===== src/hdl/phold_pkg.sv =====
`default_nettype none

package phold_pkg;

   localparam int TIME_WID = 16;
   localparam int LP_WID = 3;
   localparam int OFFSET_WID = 8;
   localparam int RND_WID = 24;

   typedef logic [TIME_WID-1:0] sim_time_t;
   typedef logic [LP_WID-1:0] lp_id_t;

   typedef enum logic [0:0] {
      EVT_REGULAR = 1'b0,
      EVT_CANCEL = 1'b1
   } evt_type_t;

   // message as seen on the event input and output ports
   typedef struct packed {
      logic [11:0] pad;
      evt_type_t evt_type;
      lp_id_t target;
      sim_time_t evt_time;
   } event_msg_t;

   // one processed event and the event it generated
   typedef struct packed {
      logic [3:0] pad;
      lp_id_t target;
      logic [OFFSET_WID-1:0] offset;
      evt_type_t evt_type;
      sim_time_t evt_time;
   } hist_entry_t;

   typedef enum logic [2:0] {
      IDLE,
      READ_HIST,
      PROC_DELAY,
      GEN_EVT,
      WRITE_HIST,
      SEND_EVT,
      WAIT_ACK
   } core_state_t;

   typedef enum logic [1:0] {
      HIST_NONE,
      HIST_READ,
      HIST_WRITE
   } hist_op_t;

   // sent when processing produces no real event
   localparam event_msg_t NULL_MSG = '{pad: '0, evt_type: EVT_CANCEL, target: '0, evt_time: '0};

endpackage

`default_nettype wire


===== src/hdl/event_fifo.sv =====
`timescale 1ns/1ps
`default_nettype none

module event_fifo
   import phold_pkg::*;
#(
   parameter int HIST_DEPTH_LOG2 = 4
) (
   input  logic clk,
   input  logic rst,
   input  logic clear,
   input  logic push,
   input  hist_entry_t din,
   input  logic pop,
   output hist_entry_t dout,
   output logic empty,
   output logic [HIST_DEPTH_LOG2:0] count
);

   localparam int DEPTH = 2 ** HIST_DEPTH_LOG2;

   hist_entry_t mem [DEPTH];
   logic [HIST_DEPTH_LOG2-1:0] wr_ptr;
   logic [HIST_DEPTH_LOG2-1:0] rd_ptr;
   logic do_push;
   logic do_pop;

   assign empty = (count == '0);
   assign do_pop = pop && !empty;
   assign do_push = push && (count != (HIST_DEPTH_LOG2 + 1)'(DEPTH));
   // head is visible without a read strobe
   assign dout = mem[rd_ptr];

   always_ff @(posedge clk) begin
      if (rst || clear) begin
         wr_ptr <= '0;
         rd_ptr <= '0;
         count <= '0;
      end else begin
         if (do_push) begin
            wr_ptr <= wr_ptr + 1'b1;
         end
         if (do_pop) begin
            rd_ptr <= rd_ptr + 1'b1;
         end
         count <= count + {{HIST_DEPTH_LOG2{1'b0}}, do_push}
                  - {{HIST_DEPTH_LOG2{1'b0}}, do_pop};
      end
   end

   always_ff @(posedge clk) begin
      if (do_push) begin
         mem[wr_ptr] <= din;
      end
   end

endmodule

`default_nettype wire


===== src/hdl/event_sequencer.sv =====
`timescale 1ns/1ps
`default_nettype none

module event_sequencer
   import phold_pkg::*;
#(
   parameter int MIN_GAP = 10
) (
   input  logic clk,
   input  logic rst,
   input  logic event_valid,
   input  event_msg_t event_msg,
   input  sim_time_t global_time,
   input  logic [RND_WID-1:0] random_in,
   output logic ready,
   output logic out_valid,
   output event_msg_t out_msg,
   input  logic ack,
   output hist_op_t hist_op,
   output logic hist_start,
   output lp_id_t cur_lp,
   input  logic hist_done,
   output event_msg_t cur_event,
   output sim_time_t gvt,
   input  logic discard_cur,
   input  logic send_cancel,
   input  event_msg_t cancel_msg,
   output logic gen_push,
   output hist_entry_t gen_entry,
   input  hist_entry_t rbk_entry,
   input  logic rbk_empty,
   output logic rbk_pop,
   output logic buf_clear
);

   core_state_t state;
   core_state_t state_nxt;
   logic [RND_WID-1:0] rnd;
   logic [3:0] delay_cnt;
   logic accept;
   logic delay_done;
   logic ack_more;
   // 0 sends the cancel of a rollback entry, 1 its re-execution
   logic rbk_phase;
   sim_time_t gap;
   sim_time_t new_time;
   event_msg_t new_msg;
   event_msg_t first_msg;
   event_msg_t rbk_cncl_msg;
   event_msg_t rbk_evt_msg;

   assign accept = ready && event_valid;
   assign buf_clear = accept;
   assign cur_lp = cur_event.target;
   assign delay_done = (delay_cnt == rnd[19:16]);
   assign ack_more = (state == WAIT_ACK) && ack && !rbk_empty;
   assign rbk_pop = ack_more && rbk_phase;
   assign gen_push = (state == GEN_EVT) && !discard_cur;

   // next event keeps at least MIN_GAP from the current one
   assign gap = TIME_WID'(MIN_GAP) + TIME_WID'(rnd[5:0]);
   assign new_time = cur_event.evt_time + gap;
   assign new_msg = '{pad: '0, evt_type: EVT_REGULAR, target: rnd[10:8], evt_time: new_time};
   assign gen_entry = '{pad: '0, target: rnd[10:8], offset: gap[OFFSET_WID-1:0],
                        evt_type: cur_event.evt_type, evt_time: cur_event.evt_time};

   assign rbk_cncl_msg = '{pad: '0, evt_type: EVT_CANCEL, target: rbk_entry.target,
                           evt_time: rbk_entry.evt_time + TIME_WID'(rbk_entry.offset)};
   assign rbk_evt_msg = '{pad: '0, evt_type: EVT_REGULAR, target: cur_event.target,
                          evt_time: rbk_entry.evt_time};

   always_comb begin
      if (discard_cur) begin
         first_msg = send_cancel ? cancel_msg : NULL_MSG;
      end else if (cur_event.evt_type == EVT_CANCEL) begin
         first_msg = NULL_MSG;
      end else begin
         first_msg = new_msg;
      end
   end

   always_comb begin
      case (state)
         READ_HIST: hist_op = HIST_READ;
         WRITE_HIST: hist_op = HIST_WRITE;
         default: hist_op = HIST_NONE;
      endcase
   end

   always_comb begin
      state_nxt = state;
      case (state)
         IDLE: if (accept) state_nxt = READ_HIST;
         READ_HIST: if (hist_done) state_nxt = PROC_DELAY;
         PROC_DELAY: if (delay_done) state_nxt = GEN_EVT;
         GEN_EVT: state_nxt = WRITE_HIST;
         WRITE_HIST: if (hist_done) state_nxt = SEND_EVT;
         SEND_EVT: state_nxt = WAIT_ACK;
         WAIT_ACK: if (ack && rbk_empty) state_nxt = IDLE;
         default: state_nxt = IDLE;
      endcase
   end

   always_ff @(posedge clk) begin
      if (rst) begin
         state <= IDLE;
         ready <= 1'b1;
         out_valid <= 1'b0;
         hist_start <= 1'b0;
         delay_cnt <= '0;
         rbk_phase <= 1'b0;
      end else begin
         state <= state_nxt;
         ready <= (state_nxt == IDLE);
         // start the read on accept and the write-back after GEN_EVT
         hist_start <= accept || (state == GEN_EVT);
         delay_cnt <= (state == PROC_DELAY) ? delay_cnt + 1'b1 : '0;
         if (state == SEND_EVT) begin
            out_valid <= 1'b1;
            rbk_phase <= 1'b0;
         end else if (state == WAIT_ACK && ack) begin
            if (rbk_empty) begin
               out_valid <= 1'b0;
            end else begin
               rbk_phase <= !rbk_phase;
            end
         end
      end
   end

   always_ff @(posedge clk) begin
      if (accept) begin
         cur_event <= event_msg;
         gvt <= global_time;
         rnd <= random_in;
      end
      if (state == SEND_EVT) begin
         out_msg <= first_msg;
      end else if (ack_more) begin
         out_msg <= rbk_phase ? rbk_evt_msg : rbk_cncl_msg;
      end
   end

endmodule

`default_nettype wire


===== src/hdl/hist_filter.sv =====
`timescale 1ns/1ps
`default_nettype none

module hist_filter
   import phold_pkg::*;
(
   input  logic clk,
   input  logic rst,
   input  logic buf_clear,
   input  logic rd_valid,
   input  hist_entry_t rd_entry,
   input  event_msg_t cur_event,
   input  sim_time_t gvt,
   output logic discard_cur,
   output logic send_cancel,
   output event_msg_t cancel_msg,
   input  logic gen_push,
   input  hist_entry_t gen_entry,
   output logic keep_push,
   output hist_entry_t keep_entry,
   output logic rbk_push,
   output hist_entry_t rbk_entry_in
);

   logic is_expired;
   logic is_match;
   logic is_rollback;
   logic keep_q;
   hist_entry_t entry_q;
   event_msg_t match_msg;

   always_comb begin
      is_expired = rd_entry.evt_time < gvt;
      // only the first cancelling pair annihilates
      is_match = (rd_entry.evt_type != cur_event.evt_type)
                 && (rd_entry.evt_time == cur_event.evt_time) && !discard_cur;
      is_rollback = (rd_entry.evt_type == EVT_REGULAR) && (cur_event.evt_type == EVT_REGULAR)
                    && (rd_entry.evt_time > cur_event.evt_time);
   end

   // undo what the stored event already sent
   assign match_msg = '{pad: '0, evt_type: EVT_CANCEL, target: rd_entry.target,
                        evt_time: rd_entry.evt_time + TIME_WID'(rd_entry.offset)};

   // generated entry never overlaps a kept entry in time
   assign keep_push = keep_q || gen_push;
   assign keep_entry = gen_push ? gen_entry : entry_q;
   assign rbk_entry_in = entry_q;

   always_ff @(posedge clk) begin
      if (rst || buf_clear) begin
         discard_cur <= 1'b0;
         send_cancel <= 1'b0;
         keep_q <= 1'b0;
         rbk_push <= 1'b0;
      end else begin
         keep_q <= 1'b0;
         rbk_push <= 1'b0;
         if (rd_valid) begin
            if (is_expired) begin
               // past gvt, can never roll back
            end else if (is_match) begin
               discard_cur <= 1'b1;
               send_cancel <= (cur_event.evt_type == EVT_CANCEL);
            end else if (is_rollback) begin
               rbk_push <= 1'b1;
            end else begin
               keep_q <= 1'b1;
            end
         end
      end
   end

   always_ff @(posedge clk) begin
      if (rd_valid) begin
         entry_q <= rd_entry;
      end
      if (rd_valid && !is_expired && is_match) begin
         cancel_msg <= match_msg;
      end
   end

endmodule

`default_nettype wire


===== src/hdl/hist_port.sv =====
`timescale 1ns/1ps
`default_nettype none

module hist_port
   import phold_pkg::*;
#(
   parameter int HIST_DEPTH_LOG2 = 4
) (
   input  logic clk,
   input  logic rst,
   input  hist_op_t hist_op,
   input  logic hist_start,
   input  lp_id_t cur_lp,
   input  logic [HIST_DEPTH_LOG2-1:0] hist_size,
   output logic hist_done,
   output logic hist_rq,
   output logic hist_wr_en,
   output logic [LP_WID+HIST_DEPTH_LOG2-1:0] hist_addr,
   output hist_entry_t hist_wr_data,
   input  hist_entry_t hist_rd_data,
   input  logic hist_grant,
   output logic rd_valid,
   output hist_entry_t rd_entry,
   input  hist_entry_t buf_data,
   input  logic [HIST_DEPTH_LOG2:0] buf_count,
   output logic buf_pop
);

   logic [HIST_DEPTH_LOG2:0] start_count;
   logic [HIST_DEPTH_LOG2:0] acc_count;
   logic [HIST_DEPTH_LOG2-1:0] idx;
   logic granted;
   logic last;

   assign start_count = (hist_op == HIST_READ) ? {1'b0, hist_size} : buf_count;
   assign granted = hist_rq && hist_grant;
   assign last = ({1'b0, idx} == acc_count - 1'b1);

   // LP region base is cur_lp * 2^HIST_DEPTH_LOG2
   assign hist_addr = {cur_lp, idx};
   // buffer head stays put until the grant pops it
   assign hist_wr_data = buf_data;
   assign buf_pop = granted && hist_wr_en;

   always_ff @(posedge clk) begin
      if (rst) begin
         hist_rq <= 1'b0;
         hist_wr_en <= 1'b0;
         hist_done <= 1'b0;
         rd_valid <= 1'b0;
         acc_count <= '0;
         idx <= '0;
      end else begin
         hist_done <= 1'b0;
         rd_valid <= 1'b0;
         if (hist_start) begin
            acc_count <= start_count;
            idx <= '0;
            if (start_count == '0) begin
               hist_done <= 1'b1;
            end else begin
               hist_rq <= 1'b1;
               hist_wr_en <= (hist_op == HIST_WRITE);
            end
         end else if (granted) begin
            rd_valid <= !hist_wr_en;
            idx <= idx + 1'b1;
            // request stays up for the next entry
            if (last) begin
               hist_rq <= 1'b0;
               hist_wr_en <= 1'b0;
               hist_done <= 1'b1;
            end
         end
      end
   end

   always_ff @(posedge clk) begin
      if (granted && !hist_wr_en) begin
         rd_entry <= hist_rd_data;
      end
   end

endmodule

`default_nettype wire


===== src/hdl/phold_core.sv =====
`timescale 1ns/1ps
`default_nettype none

module phold_core
   import phold_pkg::*;
#(
   parameter int HIST_DEPTH_LOG2 = 4,
   parameter int MIN_GAP = 10
) (
   input  logic clk,
   input  logic rst,
   input  logic event_valid,
   input  event_msg_t event_msg,
   input  sim_time_t global_time,
   input  logic [RND_WID-1:0] random_in,
   output logic ready,
   output logic out_valid,
   output event_msg_t out_msg,
   input  logic ack,
   output logic hist_rq,
   output logic hist_wr_en,
   output logic [LP_WID+HIST_DEPTH_LOG2-1:0] hist_addr,
   output hist_entry_t hist_wr_data,
   input  hist_entry_t hist_rd_data,
   input  logic hist_grant,
   input  logic [HIST_DEPTH_LOG2-1:0] hist_size
);

   hist_op_t hist_op;
   logic hist_start;
   logic hist_done;
   lp_id_t cur_lp;
   event_msg_t cur_event;
   sim_time_t gvt;
   logic discard_cur;
   logic send_cancel;
   event_msg_t cancel_msg;
   logic gen_push;
   hist_entry_t gen_entry;
   logic buf_clear;

   // read path into the filter
   logic rd_valid;
   hist_entry_t rd_entry;

   // history buffer, refilled by the filter and drained by the write-back
   logic keep_push;
   hist_entry_t keep_entry;
   hist_entry_t buf_data;
   logic [HIST_DEPTH_LOG2:0] buf_count;
   logic buf_pop;

   // rollback buffer, drained while sending messages
   logic rbk_push;
   hist_entry_t rbk_entry_in;
   hist_entry_t rbk_entry;
   logic rbk_empty;
   logic rbk_pop;

   event_sequencer #(
      .MIN_GAP(MIN_GAP)
   ) u_event_sequencer (
      .clk(clk),
      .rst(rst),
      .event_valid(event_valid),
      .event_msg(event_msg),
      .global_time(global_time),
      .random_in(random_in),
      .ready(ready),
      .out_valid(out_valid),
      .out_msg(out_msg),
      .ack(ack),
      .hist_op(hist_op),
      .hist_start(hist_start),
      .cur_lp(cur_lp),
      .hist_done(hist_done),
      .cur_event(cur_event),
      .gvt(gvt),
      .discard_cur(discard_cur),
      .send_cancel(send_cancel),
      .cancel_msg(cancel_msg),
      .gen_push(gen_push),
      .gen_entry(gen_entry),
      .rbk_entry(rbk_entry),
      .rbk_empty(rbk_empty),
      .rbk_pop(rbk_pop),
      .buf_clear(buf_clear)
   );

   hist_port #(
      .HIST_DEPTH_LOG2(HIST_DEPTH_LOG2)
   ) u_hist_port (
      .clk(clk),
      .rst(rst),
      .hist_op(hist_op),
      .hist_start(hist_start),
      .cur_lp(cur_lp),
      .hist_size(hist_size),
      .hist_done(hist_done),
      .hist_rq(hist_rq),
      .hist_wr_en(hist_wr_en),
      .hist_addr(hist_addr),
      .hist_wr_data(hist_wr_data),
      .hist_rd_data(hist_rd_data),
      .hist_grant(hist_grant),
      .rd_valid(rd_valid),
      .rd_entry(rd_entry),
      .buf_data(buf_data),
      .buf_count(buf_count),
      .buf_pop(buf_pop)
   );

   hist_filter u_hist_filter (
      .clk(clk),
      .rst(rst),
      .buf_clear(buf_clear),
      .rd_valid(rd_valid),
      .rd_entry(rd_entry),
      .cur_event(cur_event),
      .gvt(gvt),
      .discard_cur(discard_cur),
      .send_cancel(send_cancel),
      .cancel_msg(cancel_msg),
      .gen_push(gen_push),
      .gen_entry(gen_entry),
      .keep_push(keep_push),
      .keep_entry(keep_entry),
      .rbk_push(rbk_push),
      .rbk_entry_in(rbk_entry_in)
   );

   event_fifo #(
      .HIST_DEPTH_LOG2(HIST_DEPTH_LOG2)
   ) u_hist_buf (
      .clk(clk),
      .rst(rst),
      .clear(buf_clear),
      .push(keep_push),
      .din(keep_entry),
      .pop(buf_pop),
      .dout(buf_data),
      .empty(),
      .count(buf_count)
   );

   event_fifo #(
      .HIST_DEPTH_LOG2(HIST_DEPTH_LOG2)
   ) u_rbk_buf (
      .clk(clk),
      .rst(rst),
      .clear(buf_clear),
      .push(rbk_push),
      .din(rbk_entry_in),
      .pop(rbk_pop),
      .dout(rbk_entry),
      .empty(rbk_empty),
      .count()
   );

endmodule

`default_nettype wire


===== config.mk =====
export PLATFORM = sky130hd
export DESIGN_NAME = phold_core
export DESIGN_NICKNAME = d
export VERILOG_FILES = /design/src/hdl/phold_pkg.sv /design/src/hdl/event_fifo.sv /design/src/hdl/event_sequencer.sv /design/src/hdl/hist_filter.sv /design/src/hdl/hist_port.sv /design/src/hdl/phold_core.sv
export SDC_FILE = /design/constraint.sdc
export NUM_CORES = 1
export LEC_CHECK = 0
export BUFFER_PORTS_ARGS = -buffer_cell sky130_fd_sc_hd__clkbuf_2
export CORE_ASPECT_RATIO = 1.25
export CORE_MARGIN = 2
export CORE_UTILIZATION = 55
export DETAILED_ROUTE_END_ITERATION = 10
export PLACE_DENSITY = 0.75
export SKIP_CTS_REPAIR_TIMING = 1
export SYNTH_ARGS = -nofsm -noshare
export SYNTH_HDL_FRONTEND = slang
export SYNTH_SLANG_ARGS = --single-unit

===== constraint.sdc =====
create_clock -name clk -period 4.2 [get_ports clk]
set_input_delay 1.26 -clock clk [delete_from_list [all_inputs] [get_ports clk]]
set_output_delay 1.26 -clock clk [all_outputs]
set_load 0.1 [all_outputs]

==> impl_metrics.yaml, run 1 <==
global_routing:
  global_route.usage.met2_pct: 44.6
  globalRouteTotalUtil_pct: 25.8
  grtUsageMet3_pct: 4.21
  grt_util_met1_pct: 32.6
  largest_net_degree_at_the_start_of_global_routing: 57
  grt_antenna_before_repair: 4
  first_pass_grt_wire_length_um: 161000
  first_global_vias: 24800
  global_route.peak_usage_layer: "met2"
  overflow: 0
power_and_ir_drop:
  cellLeakagePower_nw: 17.1
  cellPowerDensity_nw_per_um2: 439
  peakVddDrop_mv: 0.374
  fin_total_pwr_w: 0.0231
placement:
  finalWeightedCongestion: 0.873
  dp.cells: 3541
  io_buffer_count: 152
  postPlaceCellArea_um2: 49100
  dp_hpwl_um: 67000
cts:
  tritoncts: "done"
  h_tree_levels: 3
  clock_buffers_created_by_tritoncts: 106
  cts.root.buffer_cell: "clkbuf_16"
  cts.reportedPaths.clkPinSlew_ns: 0.06
  clk_path_buf_depth: 3
  clkLatencyLatePin_ns: 0.71
  cts.sink_count: 1158
synth:
  synthesis.yosys.warnings: 0
  synth_simple_gate_area_share_pct: 3.10
  synth_mux_area_share_pct: 14.4
  ys_dominant_reg_cell: "edfxtp_1"
  netlist_area_um2: 46100
  syn-instance-count: 2309
  async_flop_share_pct: 0
  synth_fa_ha_area_share_pct: 2.47
  synth_seq_area_share_pct: 74.1
  synth_xor_xnor_area_share_pct: 1.37
  synth_area_per_cell_um2: 20.0
  ys_seq_elements: 1158
  largest_family_of_logic_cells_by_synthesized_area: "multiplexers"
  synth.lib_cells_used.distinct: 62
  synth_compound_gate_area_share_pct: 2.74
  synth-edff-count: 1096
sta:
  layout_worst_path_cycle_share_pct: 98.7
  timing.slew.headroom_pct: 26.8
  final.setup.tns_ns: 0
  final-max-slew-violation-count: 0
  worst_slew_pin_slew_ns: 1.10
  fmax_mhz: 241
  grt_setup_unrepaired: "true"
  post-route-min-period_ns: 4.14
  final_hold_viol_count: 0
  finalClockSkew_ns: 0.0424
  setup_viol: 0
drt:
  vias: 23600
  drt-initial-drc-count: 2599
  final_antenna_net_count: 0
  drt_first_pass_iters: 5
  totalWireLength_um: 109000
  wl_per_cell_um: 29.2
  viasPerCell: 6.29
  drc: 0
floorplanning:
  fp.coreArea_um2: 83000
  die-area_um2: 86200
  initial_utilization_pct: 55.6
  placement_rows: 118
  fp.dieH_um: 328
  boundaryPins: 188
  floorplan.die.width_um: 263
finish:
  nNetsFinal: 2770
  finalNonFillerCells: 3744
  post_route_cells_drive_above_1_share_pct: 28.3
  postLayoutCellArea_um2: 52700
  mostFrequentLayoutCell: "edfxtp_1"
  area.growth.synth_to_final_pct: 14.3
  mostFrequentLayoutCells: "1096 x edfxtp_1, 288 x mux4_2, 120 x clkbuf_2, 107 x clkbuf_16, 98 x nand2_1"
  layout.core_utilization_pct: 63.5
hold_path:
  holdCritPathClass: "flop to flop"
  min_path_cells: 0
  worst_hold_startpoint: "u_hist_port.rd_entry[28]$_DFFE_PP_"
  timing.hold.worst_endpoint: "u_hist_filter.rbk_entry_in[28]$_DFFE_PP_"
setup_path:
  timing.critical_path.required_ns: 2.94
  crit_path_end_kind: "output pin"
  critical_path_class: "flop to output pin"
  worst_r2r_endpoint: "u_event_sequencer.out_msg[13]$_DFFE_PP_"
  r2r_cells: 12
  crit_path_max_fanout: 36
  reg2reg_setup_slack_ns: 0.28
  worst_setup_path_start_kind: "flop"
  cp_data_arrival_time_ns: 2.88
outcome:
  outcome: "complete, no violations"
run:
  max_cap_viol_count: 0
[Yosys cell counts, types with 12 or more instances]
cell type | count | area (um2)
o21ai_0 | 31 | 155
inv_1 | 68 | 255
buf_2 | 24 | 120
a21o_1 | 17 | 128
ha_1 | 83 | 1040
nand2_1 | 98 | 368
nor2_1 | 101 | 379
edfxtp_1 | 1096 | 32900
a21oi_1 | 65 | 325
xor2_1 | 29 | 254
xnor2_1 | 43 | 377
mux4_2 | 288 | 6490
buf_4 | 17 | 128
dfxtp_1 | 62 | 1240
and2_1 | 14 | 87.6
a22oi_1 | 12 | 90.1
nand3_1 | 13 | 65.1
a221oi_1 | 22 | 193
nor3_1 | 26 | 130
clkbuf_1 | 53 | 199
[report_power, final]
part | internal, W | switching, W | total (W)
Clock | 0.00564 | 0.00422 | 0.00986
Sequential | 0.0126 | 0.0000802 | 0.0127
Combinational | 0.000181 | 0.000408 | 0.000588
[how the worst max path moves through the flow]
stage | to | slack (ns) | cells past startpoint
2_1_floorplan | u_hist_buf.mem[3][0]$_DFFE_PP_ | 0.10 | 7
3_3_place_gp | u_event_sequencer.out_msg[15]$_DFFE_PP_ | 0.23 | 12
3_5_place_dp | u_event_sequencer.out_msg[15]$_DFFE_PP_ | 0.25 | 12
4_1_cts | hist_wr_data[20] | -0.12 | 4
5_1_grt | hist_wr_data[11] | -0.01 | 4
6_report | hist_wr_data[11] | 0.06 | 4
[layout make-up]
| type | instances | area (um2) |
|---|---|---|
| Sequential cell | 1158 | 34200 |
| Multi-Input combinational cell | 978 | 11300 |
| Clock inverter | 65 | 779 |
| Clock buffer | 135 | 2810 |
| Inverter | 71 | 267 |
| Fill cell | 5447 | 30300 |
| Timing Repair Buffer | 254 | 1960 |
| Antenna cell | 3 | 7.51 |
| Tap cell | 1080 | 1350 |
[critical path: stages (launching register included)]
cell and delay (ns):
dfxtp_4 0.45, buf_12 0.30, mux4_2 0.56, mux4_2 0.53, buf_2 0.32
[per-stage QoR]
| step | hold WS, ns | setup slack [ns] |
|---|---|---|
| 2_1_floorplan | 0.400 | 0.101 |
| 3_3_place_gp | 0.419 | 0.230 |
| 3_5_place_dp | 0.412 | 0.255 |
| 4_1_cts | 0.441 | -0.119 |
| 5_1_grt | 0.443 | -0.0113 |
| 6_report | 0.442 | 0.0552 |
[layer usage]
layer  vias to the layer above  wire, um
met5                         -         0
met4                         0      4180
met3                       236      8770
met2                      1197     56800
met1                     12300     39700
li1                       9849         -
[state kept, by name (all words and copies together) (netlist names), 5 cells and up, named ones only]
signal / cells
u_hist_buf.count: 5
u_hist_buf.mem: 512
u_hist_port.acc_count: 5
u_event_sequencer.cur_event: 17
u_event_sequencer.gvt: 16
u_rbk_buf.count: 5
u_hist_port.rd_entry: 32
u_rbk_buf.mem: 432
u_event_sequencer.out_msg: 20
u_hist_filter.rbk_entry_in: 32
u_hist_filter.cancel_msg: 19
u_event_sequencer.rnd: 13
[kinds of logic after synthesis]
kind of cell               Yosys count
xor gates and xnor gates            72
buffers and inverters              184
muxes                              301
DFF                               1158
and+or+nand+nor                    310
AOI/OAI and AO/OA                  195
adders and majority gates           88
other                                1
(Power assumes the default switching activity.)
==> run 2, diff against run 1 <==
--- a/config.mk
+++ b/config.mk
@@ -10,7 +10,7 @@
 export CORE_MARGIN = 2
 export CORE_UTILIZATION = 55
 export DETAILED_ROUTE_END_ITERATION = 10
-export PLACE_DENSITY = 0.75
+export PLACE_DENSITY = 0.72
 export SKIP_CTS_REPAIR_TIMING = 1
 export SYNTH_ARGS = -nofsm -noshare
 export SYNTH_HDL_FRONTEND = slang
==> run 2 against run 1 <==
  * Register-to-register slack got worse by 0.09 ns
  * Flip-flop and latch count stayed put
  * Global-route usage down 0.38 points
  * Clock power is essentially flat
  * Critical path type unchanged
  * Non-clock buffer count shrank 2
  * Sequential share of layout area rose by 0.055 points
  * Sequential power barely moved
==> impl_metrics.yaml, run 2 (synthesis results as in run 1) <==
outcome:
  outcome: "complete, no violations"
hold_path:
  holdCritPathClass: "flop to flop"
  min_path_cells: 0
setup_path:
  critical_path_buf_inv_count: 2
  r2r_cells: 12
  cp_top_family: "multiplexers"
  path_common_cell: "mux4_2"
  reg2reg_setup_slack_ns: 0.19
  worst_path_largest_cell_delay_ns: 0.56
  timing.critical_path.required_ns: 2.94
  cell_by_cell_trace_of_the_critical_path: "buf_6 > mux4_2 > mux4_2 > buf_4"
  crit_path_max_fanout: 20
  crit_path_end_kind: "output pin"
  cp_data_arrival_time_ns: 2.89
  critical_path_class: "flop to output pin"
  crit_path_top_delay_cell: "mux4_2"
  worst_setup_path_start_kind: "flop"
  critical_path_depth: 4
cts:
  cts.reportedPaths.clkPinSlew_ns: 0.06
  h_tree_levels: 3
  cts.root.buffer_cell: "clkbuf_16"
  tritoncts: "done"
  clock_buffers_created_by_tritoncts: 107
  clkLatencyLatePin_ns: 0.69
  cts.sink_count: 1158
  clk_path_buf_depth: 3
finish:
  biggest_regs: "u_hist_buf.mem x512, u_rbk_buf.mem x432"
  register_area_um2: 34200
  layout.core_utilization_pct: 63.5
  postLayoutCellArea_um2: 52700
  antennaDiodeCount: 0
  mostFrequentLayoutCell: "edfxtp_1"
  n_fill_cell: 5512
  largest-register: "u_hist_buf.mem"
  area.growth.synth_to_final_pct: 14.2
  mostFrequentLayoutCells: "1096 x edfxtp_1, 288 x mux4_2, 126 x clkbuf_2, 111 x clkbuf_16, 98 x nand2_1"
  largest_reg_flops: 512
  multi_input_area_um2: 11300
  nNetsFinal: 2769
  post_route_cells_drive_above_1_share_pct: 28.5
power_and_ir_drop:
  cellLeakagePower_nw: 17.1
  fin_total_pwr_w: 0.0231
  cellPowerDensity_nw_per_um2: 438
  peakVddDrop_mv: 0.370
floorplanning:
  floorplan.die.width_um: 263
  initial_utilization_pct: 55.6
  fp.coreArea_um2: 83000
  boundaryPins: 188
  placement_rows: 118
  fp.dieH_um: 328
  die-area_um2: 86200
sta:
  grt_setup_unrepaired: "true"
  setup_viol: 0
  post-route-min-period_ns: 4.15
  fmax_mhz: 241
  final-max-slew-violation-count: 0
  final.setup.tns_ns: 0
  final_hold_viol_count: 0
  layout_worst_path_cycle_share_pct: 98.9
  timing.slew.headroom_pct: 31.0
  finalClockSkew_ns: 0.0353
  worst_slew_pin_slew_ns: 1.03
drt:
  drt-initial-drc-count: 2811
  vias: 23500
  drc: 0
  final_antenna_net_count: 0
  wl_per_cell_um: 29.1
  drt_first_pass_iters: 5
  totalWireLength_um: 109000
  viasPerCell: 6.30
placement:
  postPlaceCellArea_um2: 48900
  io_buffer_count: 152
  finalWeightedCongestion: 0.841
  dp_hpwl_um: 64800
global_routing:
  first_global_vias: 24300
  grt_antenna_before_repair: 2
  globalRouteTotalUtil_pct: 25.4
  overflow: 0
  first_pass_grt_wire_length_um: 158000
  largest_net_degree_at_the_start_of_global_routing: 46
run:
  max_cap_viol_count: 0
==> run 2: cell count changes in the layout (fill, tap and decap cells not counted), sizes merged <==
| cell | delta |
|---|---|
| buf | -10 |
| diode | -3 |
| clkinvlp | +2 |
| inv | +2 |
| bufinv | -1 |
| clkinv | +1 |
==> run 2: metal layers <==
metal | up-vias | track usage (%) | routed length, um
met5 | - | 0 | 0
met4 | 0 | 9.61 | 4030
met3 | 239 | 3.87 | 8820
met2 | 1196 | 43.9 | 56200
met1 | 12200 | 32.9 | 39800
li1 | 9856 | - | -
==> run 2: area by class of cell <==
class	count	share of cell area [%]
Sequential cell	1158	64.9
Multi-Input combinational cell	978	21.5
Clock buffer	127	5.40
Timing Repair Buffer	252	3.71
Tap cell	1080	2.57
Clock inverter	69	1.40
Inverter	71	0.506
==> run 2: path summary, 6_finish.rpt <==
check,startpoint,to
min reg2reg,u_hist_port.rd_entry[28]$_DFFE_PP_,u_hist_filter.rbk_entry_in[28]$_DFFE_PP_
max reg2reg,flop,u_event_sequencer.out_msg[11]$_DFFE_PP_
max,flop,hist_wr_data[3]
min,u_hist_port.rd_entry[28]$_DFFE_PP_,u_hist_filter.rbk_entry_in[28]$_DFFE_PP_
==> run 2: metrics by stage <==
step	instances	hold slack [ns]	setup WS (ns)
2_1_floorplan	2320	0.400	0.101
3_3_place_gp	3529	0.419	0.207
3_5_place_dp	3529	0.421	0.236
4_1_cts	3725	0.441	-0.192
5_1_grt	3735	0.443	-0.0400
6_report	3735	0.446	0.0472
==> run 2: report_power, final <==
group | switching, W | internal, W | leakage, nW
Combinational | 0.000401 | 0.000175 | 4.96
Clock | 0.00420 | 0.00565 | 1.73
Sequential | 0.0000815 | 0.0126 | 10.4
Total | 0.00468 | 0.0184 | 17.1
